[config.mk]
export PLATFORM = sky130hd
export DESIGN_NAME = cmd_parser
export DESIGN_NICKNAME = d
export VERILOG_FILES = /design/src/verilog/trs_io_pkg.sv /design/src/verilog/cmd_parser.sv
export VERILOG_INCLUDE_DIRS = /design/src /design/src/include
export SDC_FILE = /design/constraint.sdc
export NUM_CORES = 1
export LEC_CHECK = 0
export ABC_AREA = 1
export BUFFER_PORTS_ARGS = -buffer_cell sky130_fd_sc_hd__buf_2
export CORE_UTILIZATION = 40
export DETAILED_ROUTE_END_ITERATION = 6
export HOLD_SLACK_MARGIN = 0.06
export PLACE_DENSITY = 0.77
export SKIP_CTS_REPAIR_TIMING = 1
export SYNTH_ARGS = -nofsm -noshare
export SYNTH_HDL_FRONTEND = slang
export SYNTH_SLANG_ARGS = --single-unit
[constraint.sdc]
create_clock -name clk -period 1.6 [get_ports clk]
set_clock_uncertainty 0.1 [all_clocks]
set_input_delay 0.32 -clock clk [delete_from_list [all_inputs] [get_ports clk]]
set_output_delay 0.32 -clock clk [all_outputs]
set_load 0.05 [all_outputs]
[src/include/trs_io_defs.svh]
`ifndef TRS_IO_DEFS_SVH
`define TRS_IO_DEFS_SVH

// identity and version replies
`define TRS_IO_COOKIE   8'haf
`define TRS_IO_VERSION  {3'd0, 5'd3}    // major, minor

// io port served by the microcontroller
`define TRS_IO_PORT     8'd31

// shared memory, mapped to the upper 32K of the bus
`define RAM_ADDR_W      15

// breakpoint table
`define NUM_BP          8
`define BP_IDX_W        3

`define ESP_REQ_CYCLES  6'd50           // req pulse length in clocks
`define SYNC_STAGES     2               // flops on every async input

`endif

[src/verilog/trs_io_pkg.sv]
package trs_io_pkg;

  // command codes from the microcontroller
  typedef enum logic [7:0] {
    cmd_get_cookie          = 8'd0,
    cmd_bram_poke           = 8'd1,
    cmd_bram_peek           = 8'd2,
    cmd_data_ready          = 8'd5,
    cmd_set_breakpoint      = 8'd6,
    cmd_clear_breakpoint    = 8'd7,
    cmd_enable_breakpoints  = 8'd11,
    cmd_disable_breakpoints = 8'd12,
    cmd_bp_resume           = 8'd13,
    cmd_get_version         = 8'd15
  } cmd_e;

  // pending port access as shown to the microcontroller
  typedef enum logic [3:0] {
    esp_trs_io_in  = 4'd0,
    esp_trs_io_out = 4'd1,
    esp_none       = 4'd15
  } esp_status_e;

  typedef struct packed {
    logic [7:0] addr_lo;   // first byte after the command
    logic [7:0] addr_hi;
    logic [7:0] data;      // poke only
  } mem_param_t;

  typedef struct packed {
    logic [7:0] slot;
    logic [7:0] addr_lo;
    logic [7:0] addr_hi;
  } bp_param_t;

  // same three bytes, read per command
  typedef union packed {
    mem_param_t mem;
    bp_param_t  bp;
  } param_u;

  typedef enum logic [1:0] {
    st_idle,
    st_read_params
  } parser_state_e;

endpackage

[src/verilog/cmd_parser.sv]
`timescale 1ns/10ps
`include "trs_io_defs.svh"

module cmd_parser
  import trs_io_pkg::*;
(
  input  logic       clk,
  input  logic       rst_n,
  input  logic [7:0] rx_byte,
  input  logic       rx_valid,
  output logic [7:0] tx_byte,
  output logic       tx_arm,
  output logic       act,
  output cmd_e       cmd,
  output param_u     params,
  input  logic [7:0] ram_host_rdata,
  input  logic       ram_host_rvalid
);

  parser_state_e state;
  logic [1:0]    remaining;   // parameter bytes still expected
  logic [1:0]    idx;         // next parameter slot
  cmd_e          rx_cmd;

  assign rx_cmd = cmd_e'(rx_byte);

  // parameter bytes fill the union from the top byte down
  always_ff @(posedge clk) begin
    if (rx_valid && state == st_read_params) begin
      case (idx)
        2'd0:    params[23:16] <= rx_byte;
        2'd1:    params[15:8]  <= rx_byte;
        default: params[7:0]   <= rx_byte;
      endcase
    end
  end

  // reply byte, constant or peek result
  always_ff @(posedge clk) begin
    if (ram_host_rvalid)
      tx_byte <= ram_host_rdata;
    else if (rx_valid && state == st_idle && rx_cmd == cmd_get_cookie)
      tx_byte <= `TRS_IO_COOKIE;
    else if (rx_valid && state == st_idle && rx_cmd == cmd_get_version)
      tx_byte <= `TRS_IO_VERSION;
  end

  always_ff @(posedge clk or negedge rst_n) begin
    if (!rst_n) begin
      state     <= st_idle;
      remaining <= 2'd0;
      idx       <= 2'd0;
      cmd       <= cmd_get_cookie;
      act       <= 1'b0;
      tx_arm    <= 1'b0;
    end else begin
      act    <= 1'b0;
      tx_arm <= ram_host_rvalid;   // peek data is back
      if (rx_valid) begin
        case (state)
          st_idle: begin
            idx <= 2'd0;
            case (rx_cmd)
              cmd_get_cookie, cmd_get_version: begin
                cmd    <= rx_cmd;
                act    <= 1'b1;
                tx_arm <= 1'b1;
              end
              cmd_data_ready, cmd_enable_breakpoints,
              cmd_disable_breakpoints, cmd_bp_resume: begin
                cmd <= rx_cmd;
                act <= 1'b1;      // no parameters
              end
              cmd_bram_poke, cmd_set_breakpoint: begin
                cmd       <= rx_cmd;
                remaining <= 2'd3;
                state     <= st_read_params;
              end
              cmd_bram_peek: begin
                cmd       <= rx_cmd;
                remaining <= 2'd2;
                state     <= st_read_params;
              end
              cmd_clear_breakpoint: begin
                cmd       <= rx_cmd;
                remaining <= 2'd1;
                state     <= st_read_params;
              end
              default: ;          // unknown code, dropped
            endcase
          end
          default: begin
            idx <= idx + 2'd1;
            if (remaining == 2'd1) begin
              act   <= 1'b1;      // last parameter in
              state <= st_idle;
            end else begin
              remaining <= remaining - 2'd1;
            end
          end
        endcase
      end
    end
  end

endmodule

### Word level (Yosys, flattened, before mapping)

Index checks and enable logic that the tools add are counted.

* register bits after elaboration: 48
* input bits: 20
* output and inout port bits: 42
* logic and storage cells: 66

* add/sub/neg operators: 2
* equality and inequality tests: 15
* mux-type cells: 17
* bitwise gates (word level): 1
* reductions and logical operators: 21

Operators by type and width (count)
* 8-bit by 4-bit equality test with 1-bit output, second input constant: 4
* 8-bit by 3-bit equality test with 1-bit output, second input constant: 3
* 8-bit two-way mux: 3
* 2-bit two-way mux: 6
* 10-bit OR reduction: 1
* 3-bit AND reduction: 3
* 8-bit by 1-bit equality test with 1-bit output, second input constant: 1
* 8-bit by 2-bit equality test with 1-bit output, second input constant: 1
* 8-bit zero test: 1
* 1-bit two-way mux: 7
* 2-bit by 1-bit equality test with 1-bit output, second input constant: 3
* 2-bit one-hot mux with 3 select lines: 1
* 2-bit AND reduction: 3
* 2-bit OR reduction: 3
* 6-bit OR reduction: 1
* 1-bit logical AND: 4
* 2-bit zero test: 2
* 2-bit inequality test, second input constant: 2
* 4-bit by 1-bit inequality test with 1-bit output, second input constant: 1
* 4-bit OR reduction: 1
* 3-bit nonzero test: 1
* 2-bit by 1-bit adder with 2-bit output, second input constant: 1
* 2-bit nonzero test: 1
* 2-bit by 1-bit subtractor with 2-bit output, second input constant: 1
* 1-bit inverter: 1

### Depth between registers and ports, before layout

Gate-level depths: netlist (run 1).

* depth in word-level cells: 6
* gate-level depth with buffers: 8
* mapped depth without buffers: 8

### Worst setup path before layout (run 1)

OpenSTA, ideal clock, no wires.

* path kind: register -> register
* start point: reg idx[0]
* end point: reg params[0] (netlist name) (enable)
* library setup time: 0.383 ns
* arrival: 1.244 ns
* data required time: 1.117 ns
* setup slack: -0.128 ns
* stages on the path, launching flop included: 3
* buffers on the path: 0
* clock period less this slack: 1.728 ns
* cell sequence: dfrtp_1 > ha_1 > nor3_1

* word-level cells in the longest chain between the ends: 4
* elaborated cells between the ends (all ways): 5
* those cells by class: 1 x eq/ne; 1 x bitwise; 3 x reduce/logical

RTL lines
* start: declaration: RTL line cmd_parser.sv:22 `logic [1:0] idx;`
* start signal: assignment: RTL line cmd_parser.sv:93 `idx <= idx + 2'd1;`
* 2-bit by 1-bit equality test with 1-bit output or 2-bit zero test (tied branches): RTL line cmd_parser.sv:30 `case (idx)`
* 2-bit OR reduction (no source line) *
* 1-bit inverter (no source line) *
* 2-bit AND reduction (no source line) *
* end: declaration: RTL line cmd_parser.sv:15 `output param_u params,`

Every way passes the cells marked *; elsewhere a longest branch is shown, timed or not.
A chain may end at the register's enable or synchronous reset.

### Final worst setup path (run 1)

* start point: reg state[0]
* end point: reg tx_byte[0] (enable)

* word-level cells in the longest chain between the ends: 4
* elaborated cells between the ends (all ways): 5
* those cells by class: 5 x reduce/logical

RTL lines
* start: declaration: RTL line cmd_parser.sv:20 `parser_state_e state;`
* start signal: assignment: RTL line cmd_parser.sv:50 `state <= st_idle;`
* start signal: assignment: RTL line cmd_parser.sv:77 `state <= st_read_params;`
* start signal: assignment: RTL line cmd_parser.sv:82 `state <= st_read_params;`
* 2-bit zero test *: RTL line cmd_parser.sv:42, cmd_parser.sv:44
* 1-bit logical AND *: RTL line cmd_parser.sv:42, cmd_parser.sv:44
* 1-bit logical AND, on equally long branches: RTL line cmd_parser.sv:42, cmd_parser.sv:44
* 3-bit nonzero test (no source line) *
* end signal: assignment: RTL line cmd_parser.sv:41 `tx_byte <= ram_host_rdata;`
* end signal: assignment: RTL line cmd_parser.sv:43 `` tx_byte <= `TRS_IO_COOKIE; ``
* end signal: assignment: RTL line cmd_parser.sv:45 `` tx_byte <= `TRS_IO_VERSION; ``
* end: declaration: RTL line cmd_parser.sv:11 `output logic [7:0] tx_byte,`

Marked as above.

==> out/metrics.csv, run 1 <==
stage;metric;value;unit
status;status;complete, no violations;
global_routing;total gr overflow;0;
yosys;Yosys reg bits;47;
cells_and_area;Fillers;373;
placement;hpwl dp;2690;um
routing;DR vias;1349;
routing;routed wire length;3580;um
floorplanning;initial core utilization;0.423;
critical_path;CP Data Required Time;1.47;ns
power_and_ir_drop;Leak;1.23;nW
routing;Initial DRC Count;64;
timing;Setup TNS;0;ns
routing;Pre-Repair DR Iteration Count;4;
cells_and_area;ratio of cells with drive above 1 in the final layout;0.396;
yosys;Mapped Nets;177;
critical_path;Setup Crit Path Kind;reg2reg;
power_and_ir_drop;Comb power frac;0.255;
critical_path;Startpoint Class;flip-flop;
global_routing;largest net degree at the start of global routing;16;
yosys;synth warn;0;
floorplanning;I/O Pins;62;
clocking;clock buffer count from CTS;5;
timing;Hold WS;0.134;ns
critical_path;Crit-path slowest cell;dfrtp_1;
placement;Inst Count DP;278;
clocking;htree depth;2;
timing;Setup-failing EPs final;0;
cells_and_area;area delta synth->final;31.1;%
critical_path;worst-path fanout max;8;
floorplanning;die width;70.3;um
power_and_ir_drop;Reg power frac;0.480;
clocking;CTS clk-pin slew, worst paths;0.08;ns
yosys;synthesized cell area;1870;sq um
critical_path;Data arrival, critical path;1.32;ns
timing;Tcrit/Tclk final;0.907;
clocking;Worst-Skew Late Latency;0.30;ns
yosys;Synth top area share;0.515;
floorplanning;chip height;70.3;um
yosys;Yosys cell types;21;
routing;DRC viols;0;
yosys;Synth area leaders;edfxtp_1, dfrtp_1, nand2_1, inv_1, nor2_1;
clocking;Root Buffer;clkbuf_8;
timing;Least-Margin Pin Slew;0.342;ns
power_and_ir_drop;maximum VDD drop;672;uV
cells_and_area;fin nets;257;
yosys;post-synth top area cell;edfxtp_1;
critical_path;combined buffer and inverter count along the critical path;1;
cells_and_area;Layout Cells excl Fill;287;
routing;drt wl/cell;12.5;um
global_routing;vias in the first global route;1337;
global_routing;initial antenna violation count;0;
timing;PnR worst setup slack;0.149;ns
timing;Max Freq;0.689;GHz
critical_path;critical path's top delay family;simple AND/OR/NAND/NOR gates;
cells_and_area;FF+latch area;1340;sq um
yosys;Avg Cell Area, Syn;12.1;sq um
clocking;Clock Sinks;47;
timing;Max Slew Vio Count;0;
timing;Max-slew headroom;0.771;
placement;Placer Congestion;0.830;
floorplanning;# rows;24;
cells_and_area;commonest non-fill, non-tap cell in the layout;buf_2;
routing;Vias per Instance;4.70;
hold_path;min-delay worst type;in2reg;
cells_and_area;Final Util;0.554;
global_routing;total track usage;0.160;
power_and_ir_drop;Sw Ratio;0.331;
timing;Hold Vio Cnt, Final;0;
cells_and_area;diode count;0;
power_and_ir_drop;P_int;2.11;mW
power_and_ir_drop;NetSw;1.04;mW
critical_path;CP Capture Type;flip-flop;
floorplanning;core area;4410;sq um
placement;post-place setup slack;-0.0205;ns
job;max-cap viol count;0;
routing;Detail Route Antenna Nets;0;
yosys;Syn Inst Count;154;
timing;Tmin final;1.45;ns
placement;port bufs;61;
critical_path;Max stage delay on crit path;0.40;ns
floorplanning;die area;4940;sq um
yosys;sequential share of the synthesized area;0.716;
timing;RSZ-0062 raised after global routing;false;
cells_and_area;most frequent cells in the layout;buf_2, nand2_1, edfxtp_1;
clocking;CTS tree;done;
power_and_ir_drop;power per cell area;1290;nW/um^2
global_routing;first-pass GRT wire length;5950;um
clocking;maximum root-to-sink buffer count;2;
power_and_ir_drop;Clock power frac;0.265;
critical_path;critical path cell sequence;inv_2 -> nand2_2 -> nor2_8 -> nand2_4 -> nand2_1;
cells_and_area;footprint of the multi-input gates;455;sq um
cell usage after synthesis:
library cell / n
nand2_4: 3
inv_2: 1
o21ai_1: 1
nor2_8: 1
o211ai_1: 1
ha_1: 3
nor2_1: 12
inv_1: 19
a21oi_1: 1
nand2_2: 3
or2_2: 2
edfxtp_1: 32
nand4_1: 4
nor2_2: 1
o21ai_0: 6
dfrtp_1: 15
nor3_1: 2
nand3_1: 6
clkbuf_1: 1
nand3_4: 1
nand2_1: 39
registers in the layout, indices dropped and copies added, names as in the netlist:
register	cells
remaining	2
tx_byte	8
params	24
idx	2
tx_arm	1
cmd	8
state	1
act	1
power by group through the flow:
stage                     Combinational, mW  Clock, mW  Sequential [mW]
after floorplan                       0.222          0             1.89
after global placement                0.794          0             1.54
after detailed placement              0.807          0             1.54
after CTS                             0.811      0.865             1.52
after global routing                  0.873      0.904             1.53
final                                 0.806      0.835             1.51
routing by layer:
layer	vias to the layer above	part of all wire	global-route usage	wire, um
met5	-	0	0	0
met4	0	0.018	0.0733	66
met3	6	0.064	0.0447	229
met2	53	0.49	0.265	1740
met1	624	0.43	0.194	1540
li1	666	-	-	-
final cells by class:
type / count / share of cell area
clock buffer: 5 / 0.0281
tap: 52 / 0.0266
inverter: 20 / 0.0307
multi-input combinational: 86 / 0.186
clock inverter: 3 / 0.0159
timing repair buffer: 74 / 0.166
sequential: 47 / 0.547
per-stage QoR:
stage	power, mW	area, sq um
global placement	2.33	2330
CTS	3.19	2430
floorplan	2.12	1870
detailed placement	2.35	2330
global route	3.31	2440
finish	3.16	2440
logic make-up (layout without fill, tap and decap cells):
family	Yosys count	in the layout	synth area share
flip-flops	47	47	0.716
AND/OR/NAND/NOR	74	74	0.196
AO/OA/AOI/OAI	9	9	0.0255
adder cells (fa/ha/maj)	3	3	0.0201
buffers and inverters	21	102	0.0423
path summary, 6_finish.rpt:
path	start	end	slack, ns	cells after the start
worst max-delay path	state[0]	tx_byte[0]	0.15	5
worst min-delay path	rx_byte[7]	params[7]	0.13	1
worst max register to register	state[0]	tx_byte[0]	0.15	5
worst min register to register	cmd[5]	cmd[5]	0.39	2
max in group asynchronous	rst_n	cmd[3]	0.82	2
min in group asynchronous	rst_n	remaining[1]	0.34	2
No activity file was read; power rests on OpenSTA's default activity.
==> run 2: changes to the inputs <==
--- a/config.mk
+++ b/config.mk
@@ -7,7 +7,7 @@
 export NUM_CORES = 1
 export LEC_CHECK = 0
 export ABC_AREA = 1
-export BUFFER_PORTS_ARGS = -buffer_cell sky130_fd_sc_hd__buf_2
+export BUFFER_PORTS_ARGS = -buffer_cell sky130_fd_sc_hd__buf_4
 export CORE_UTILIZATION = 40
 export DETAILED_ROUTE_END_ITERATION = 6
 export HOLD_SLACK_MARGIN = 0.06
==> out/metrics.csv, run 2 (synthesized netlist as in run 1, its figures left out) <==
stage;metric;value;unit;change
routing;Pre-Repair DR Iteration Count;4;;unchanged
global_routing;total gr overflow;0;;unchanged
cells_and_area;footprint of the multi-input gates;455;sq um;unchanged
placement;post-place setup slack;-0.0177;ns;+0.00281 ns
cells_and_area;most frequent cells in the layout;buf_4, nand2_1, edfxtp_1;;
cells_and_area;FF+latch area;1340;sq um;unchanged
floorplanning;die area;4940;sq um;unchanged
job;max-cap viol count;0;;unchanged
timing;Setup-failing EPs final;0;;unchanged
power_and_ir_drop;maximum VDD drop;889;uV;+32%
clocking;CTS tree;done;;
timing;Tcrit/Tclk final;0.939;;+0.0320
critical_path;Setup Crit Path Kind;reg2reg;;
cells_and_area;commonest non-fill, non-tap cell in the layout;buf_4;;
clocking;CTS clk-pin slew, worst paths;0.08;ns;about the same
global_routing;first-pass GRT wire length;5700;um;-4.3%
timing;Least-Margin Pin Slew;0.345;ns;+0.00290 ns
clocking;Worst-Skew Late Latency;0.29;ns;about the same
timing;Max Freq;0.666;GHz;-3.4%
routing;drt wl/cell;12.4;um;-0.74%
placement;port bufs;61;;unchanged
timing;Tmin final;1.50;ns;+0.0513 ns
cells_and_area;biggest regs;params: 24 flops, cmd: 8 flops, tx_byte: 8 flops;;
floorplanning;die width;70.3;um;unchanged
cells_and_area;largest register by flop count;params;;
critical_path;Startpoint Class;flip-flop;;
global_routing;vias in the first global route;1272;;-4.9%
clocking;Clock Sinks;47;;unchanged
placement;Placer Congestion;0.830;;about the same
floorplanning;core area;4410;sq um;unchanged
clocking;Root Buffer;clkbuf_8;;
critical_path;CP Data Required Time;1.46;ns;about the same
floorplanning;chip height;70.3;um;unchanged
critical_path;Data arrival, critical path;1.36;ns;+0.04 ns
hold_path;min-delay worst type;in2reg;;
routing;DR vias;1321;;-2.1%
cells_and_area;area delta synth->final;36.8;%;
cells_and_area;ratio of cells with drive above 1 in the final layout;0.385;;-0.0105
timing;RSZ-0062 raised after global routing;false;;
floorplanning;# rows;24;;unchanged
global_routing;total track usage;0.151;;-0.00875
cells_and_area;Fillers;374;;+0.27%
routing;Vias per Instance;4.67;;-0.69%
clocking;htree depth;2;;unchanged
floorplanning;initial core utilization;0.423;;unchanged
power_and_ir_drop;Pwr Total;3.10;mW;-1.7%
power_and_ir_drop;power per cell area;1220;nW/um^2;-5.8%
routing;routed wire length;3510;um;-2.1%
critical_path;CP Capture Type;flip-flop;;
placement;hpwl dp;2640;um;-1.8%
critical_path;worst-path fanout max;8;;unchanged
timing;Hold Vio Cnt, Final;0;;unchanged
timing;Max-slew headroom;0.769;;-0.00194
status;status;complete, no violations;;
global_routing;largest net degree at the start of global routing;16;;unchanged
floorplanning;I/O Pins;62;;unchanged
clocking;maximum root-to-sink buffer count;2;;unchanged
routing;Detail Route Antenna Nets;0;;unchanged
cells_and_area;fin nets;253;;-1.6%
routing;DRC viols;0;;unchanged
routing;Initial DRC Count;32;;-50%
timing;Max Slew Vio Count;0;;unchanged
cells_and_area;max FFs per register;24;;unchanged
timing;PnR worst setup slack;0.0974;ns;-0.0513 ns
power_and_ir_drop;Leak;1.25;nW;+1.8%
global_routing;initial antenna violation count;0;;unchanged
clocking;clock buffer count from CTS;5;;unchanged
cells_and_area;diode count;0;;unchanged
run 2: cell types whose count changed in the layout (fill, tap and decap cells not counted):
cell       delta
clkbuf_8      +1
bufinv_16     -1
buf_2        -61
clkinv_1      -1
buf_4        +57
clkbuf_1      +1
run 2: cell type report:
type	instances	share of cell area
Multi-Input combinational cell	86	0.179
Timing Repair Buffer	70	0.207
Tap cell	52	0.0255
Clock buffer	7	0.0338
Sequential cell	47	0.524
Inverter	20	0.0294
Clock inverter	1	0.00196
run 2: per-stage QoR:
stage	std cells	hold WS, ns	setup TNS [ns]	util	cell area, sq um
3_3_place_gp	274	0.0819	0	0.555	2450
3_5_place_dp	274	0.0839	-0.141	0.555	2450
6_report	283	0.123	0	0.578	2550
5_1_grt	283	0.112	0	0.578	2550
4_1_cts	282	-0.237	0	0.576	2540
2_1_floorplan	154	-0.0756	0	-	1870
run 2: worst max-delay path: stages, from the launching register on:
cell and delay, ns:
dfrtp_1 0.43, inv_2 0.10, nand2_2 0.09, nor2_8 0.13, nand2_4 0.05, nand2_1 0.27
run 2: routing by layer:
metal,wire [um],track usage,up-vias
met5,0,0,-
met4,49,0.0533,0
met3,249,0.0519,6
met2,1700,0.258,48
met1,1510,0.176,611
li1,-,-,656
run 2: power breakdown:
group / internal, mW / total, mW / switching (mW)
clock network: 0.349 / 0.714 / 0.365
registers: 1.45 / 1.52 / 0.0774
logic: 0.274 / 0.863 / 0.590
total: 2.07 / 3.10 / 1.03
run 2: worst paths after layout:
check | startpoint | end | slack (ns) | cells after the start
max in group asynchronous | rst_n | idx[1] | 0.92 | 2
hold / removal | rx_byte[5] | params[21] | 0.12 | 1
hold reg to reg | cmd[5] | cmd[5] | 0.40 | 2
setup / recovery | state[0] | tx_byte[7] | 0.1 | 5
setup reg to reg | state[0] | tx_byte[7] | 0.1 | 5
min in group asynchronous | rst_n | cmd[6] | 0.30 | 2
==> run 3: changes to the inputs <==
--- a/config.mk
+++ b/config.mk
@@ -8,10 +8,12 @@
 export LEC_CHECK = 0
 export ABC_AREA = 1
 export BUFFER_PORTS_ARGS = -buffer_cell sky130_fd_sc_hd__buf_4
+export CAP_MARGIN = 20
 export CORE_UTILIZATION = 40
 export DETAILED_ROUTE_END_ITERATION = 6
 export HOLD_SLACK_MARGIN = 0.06
 export PLACE_DENSITY = 0.77
+export SETUP_SLACK_MARGIN = 0.5
 export SKIP_CTS_REPAIR_TIMING = 1
 export SYNTH_ARGS = -nofsm -noshare
 export SYNTH_HDL_FRONTEND = slang
==> out/metrics.csv, run 3 (synthesized netlist as in run 1, its figures left out) <==
stage;metric;value;unit;change
critical_path;critical path cell sequence;buf_4 -> ha_4 -> nor3_4 -> buf_6;;
floorplanning;initial core utilization;0.423;;unchanged
global_routing;total gr overflow;0;;unchanged
clocking;clock buffer count from CTS;5;;unchanged
floorplanning;I/O Pins;62;;unchanged
routing;Pre-Repair DR Iteration Count;4;;unchanged
status;status;complete, no violations;;
timing;Least-Margin Pin Slew;0.276;ns;-0.0690 ns
clocking;CTS clk-pin slew, worst paths;0.08;ns;about the same
timing;Setup-failing EPs final;0;;unchanged
cells_and_area;largest register by flop count;params;;
power_and_ir_drop;NetSw;1.13;mW;+9.5%
cells_and_area;diode count;0;;unchanged
critical_path;r2r endpoint;params[3];;
global_routing;largest net degree at the start of global routing;16;;unchanged
clocking;htree depth;2;;unchanged
job;max-cap viol count;0;;unchanged
timing;Setup TNS;0;ns;unchanged
placement;Placer Congestion;0.797;;-3.9%
critical_path;Max stage delay on crit path;0.40;ns;-0.03 ns
placement;port bufs;61;;unchanged
floorplanning;# rows;24;;unchanged
power_and_ir_drop;Comb power frac;0.294;;+0.016
timing;PnR worst setup slack;0.172;ns;+0.0742 ns
critical_path;Startpoint Class;flip-flop;;
timing;Hold Vio Cnt, Final;0;;unchanged
hold_path;hold path depth;1;;unchanged
routing;Detail Route Antenna Nets;0;;unchanged
critical_path;Crit-path slowest cell;dfrtp_1;;
timing;Tcrit/Tclk final;0.893;;-0.0464
routing;routed wire length;4010;um;+14%
timing;Max Freq;0.700;GHz;+5.2%
placement;Inst Count DP;268;;-2.2%
critical_path;R2R depth;4;;-1
routing;Vias per Instance;4.84;;+3.8%
cells_and_area;area delta synth->final;55.1;%;
power_and_ir_drop;Leak;1.31;nW;+4.6%
power_and_ir_drop;power per cell area;1250;nW/um^2;+2.5%
clocking;CTS tree;done;;
global_routing;initial antenna violation count;0;;unchanged
hold_path;min-delay worst type;in2reg;;
global_routing;first-pass GRT wire length;5780;um;+1.3%
critical_path;R2R Setup Slk;0.17;ns;+0.07 ns
global_routing;total track usage;0.151;;-0.000264
timing;RSZ-0062 raised after global routing;true;;
placement;hpwl dp;2710;um;+2.7%
routing;DRC viols;0;;unchanged
global_routing;vias in the first global route;1244;;-2.2%
routing;DR vias;1371;;+3.8%
power_and_ir_drop;maximum VDD drop;860;uV;-3.2%
timing;Max-slew headroom;0.816;;+0.0461
floorplanning;die width;70.3;um;unchanged
cells_and_area;Fillers;320;;-14%
hold_path;Hold EP;params[15];;
routing;drt wl/cell;14.2;um;+14%
critical_path;CP Data Required Time;1.51;ns;+0.05 ns
clocking;maximum root-to-sink buffer count;2;;unchanged
critical_path;combined buffer and inverter count along the critical path;2;;+1
hold_path;hold_sp;rx_byte[7];;
floorplanning;chip height;70.3;um;unchanged
floorplanning;die area;4940;sq um;unchanged
power_and_ir_drop;Clock power frac;0.278;;+0.048
power_and_ir_drop;Reg power frac;0.428;;-0.064
floorplanning;core area;4410;sq um;unchanged
cells_and_area;fin nets;253;;unchanged
cells_and_area;commonest non-fill, non-tap cell in the layout;buf_6;;
cells_and_area;biggest regs;params: 24 flops, cmd: 8 flops, tx_byte: 8 flops;;
critical_path;Data arrival, critical path;1.34;ns;-0.02 ns
critical_path;CP Capture Type;flip-flop;;
cells_and_area;most frequent cells in the layout;buf_6, nand2_1, edfxtp_1;;
clocking;Root Buffer;clkbuf_8;;
power_and_ir_drop;Sw Ratio;0.313;;-0.0194
cells_and_area;Layout Cells excl Fill;283;;unchanged
clocking;Worst-Skew Late Latency;0.29;ns;about the same
power_and_ir_drop;P_int;2.48;mW;+20%
critical_path;critical path's top delay family;flip-flops;;
routing;Initial DRC Count;52;;+63%
cells_and_area;ratio of cells with drive above 1 in the final layout;0.472;;+0.0866
cells_and_area;max FFs per register;24;;unchanged
critical_path;Setup Crit Path Kind;reg2reg;;
critical_path;reg2reg start;idx[0];;
timing;Max Slew Vio Count;0;;unchanged
placement;post-place setup slack;0.0839;ns;+0.102 ns
timing;Tmin final;1.43;ns;-0.0742 ns
clocking;Clock Sinks;47;;unchanged
critical_path;worst-path fanout max;8;;unchanged
==> run 3: routing by layer <==
layer	share of wire	wire length [um]	GRT usage
met1	0.41	1640	0.192
met2	0.52	2090	0.253
met3	0.057	230	0.0346
met4	0.010	42	0.0533
met5	0	0	0
==> run 3: final cells by class <==
cell class / instances / area [sq um] / area share
clock buffer: 6 / 72.6 / 0.0251
clock inverter: 2 / 60.1 / 0.0208
inverter: 20 / 80.1 / 0.0277
multi-input combinational: 86 / 586 / 0.202
sequential: 47 / 1340 / 0.462
tap: 52 / 65.1 / 0.0225
timing repair buffer: 70 / 693 / 0.240
==> run 3: worst max-delay path by stage <==
stage,start,end,cells after the start
after floorplan,idx[0],params[0],3
after global placement,rx_byte[7],tx_byte[4],6
after detailed placement,rx_byte[7],cmd[2],9
after CTS,idx[0],params[18],4
after global routing,idx[0],params[0],4
final,idx[0],params[3],4
==> run 3: power by group through the flow <==
stage	clock, mW	sequential, mW	combinational (mW)
floorplan	0	1.89	0.256
global placement	0	1.55	0.867
detailed placement	0	1.55	0.881
CTS	1.02	1.53	0.886
global route	1.07	1.56	1.13
finish	1.00	1.54	1.06
==> run 3: through the flow <==
step                      area (sq um)  utilization  total power, mW  hold WS, ns
after CTS                         2600        0.589             3.44       -0.236
after detailed placement          2470        0.559             2.44       0.0826
final                             2890        0.656             3.61        0.130
after global routing              2890        0.656             3.76        0.118
after floorplan                   1940            -             2.15      -0.0756
after global placement            2470        0.559             2.42       0.0795
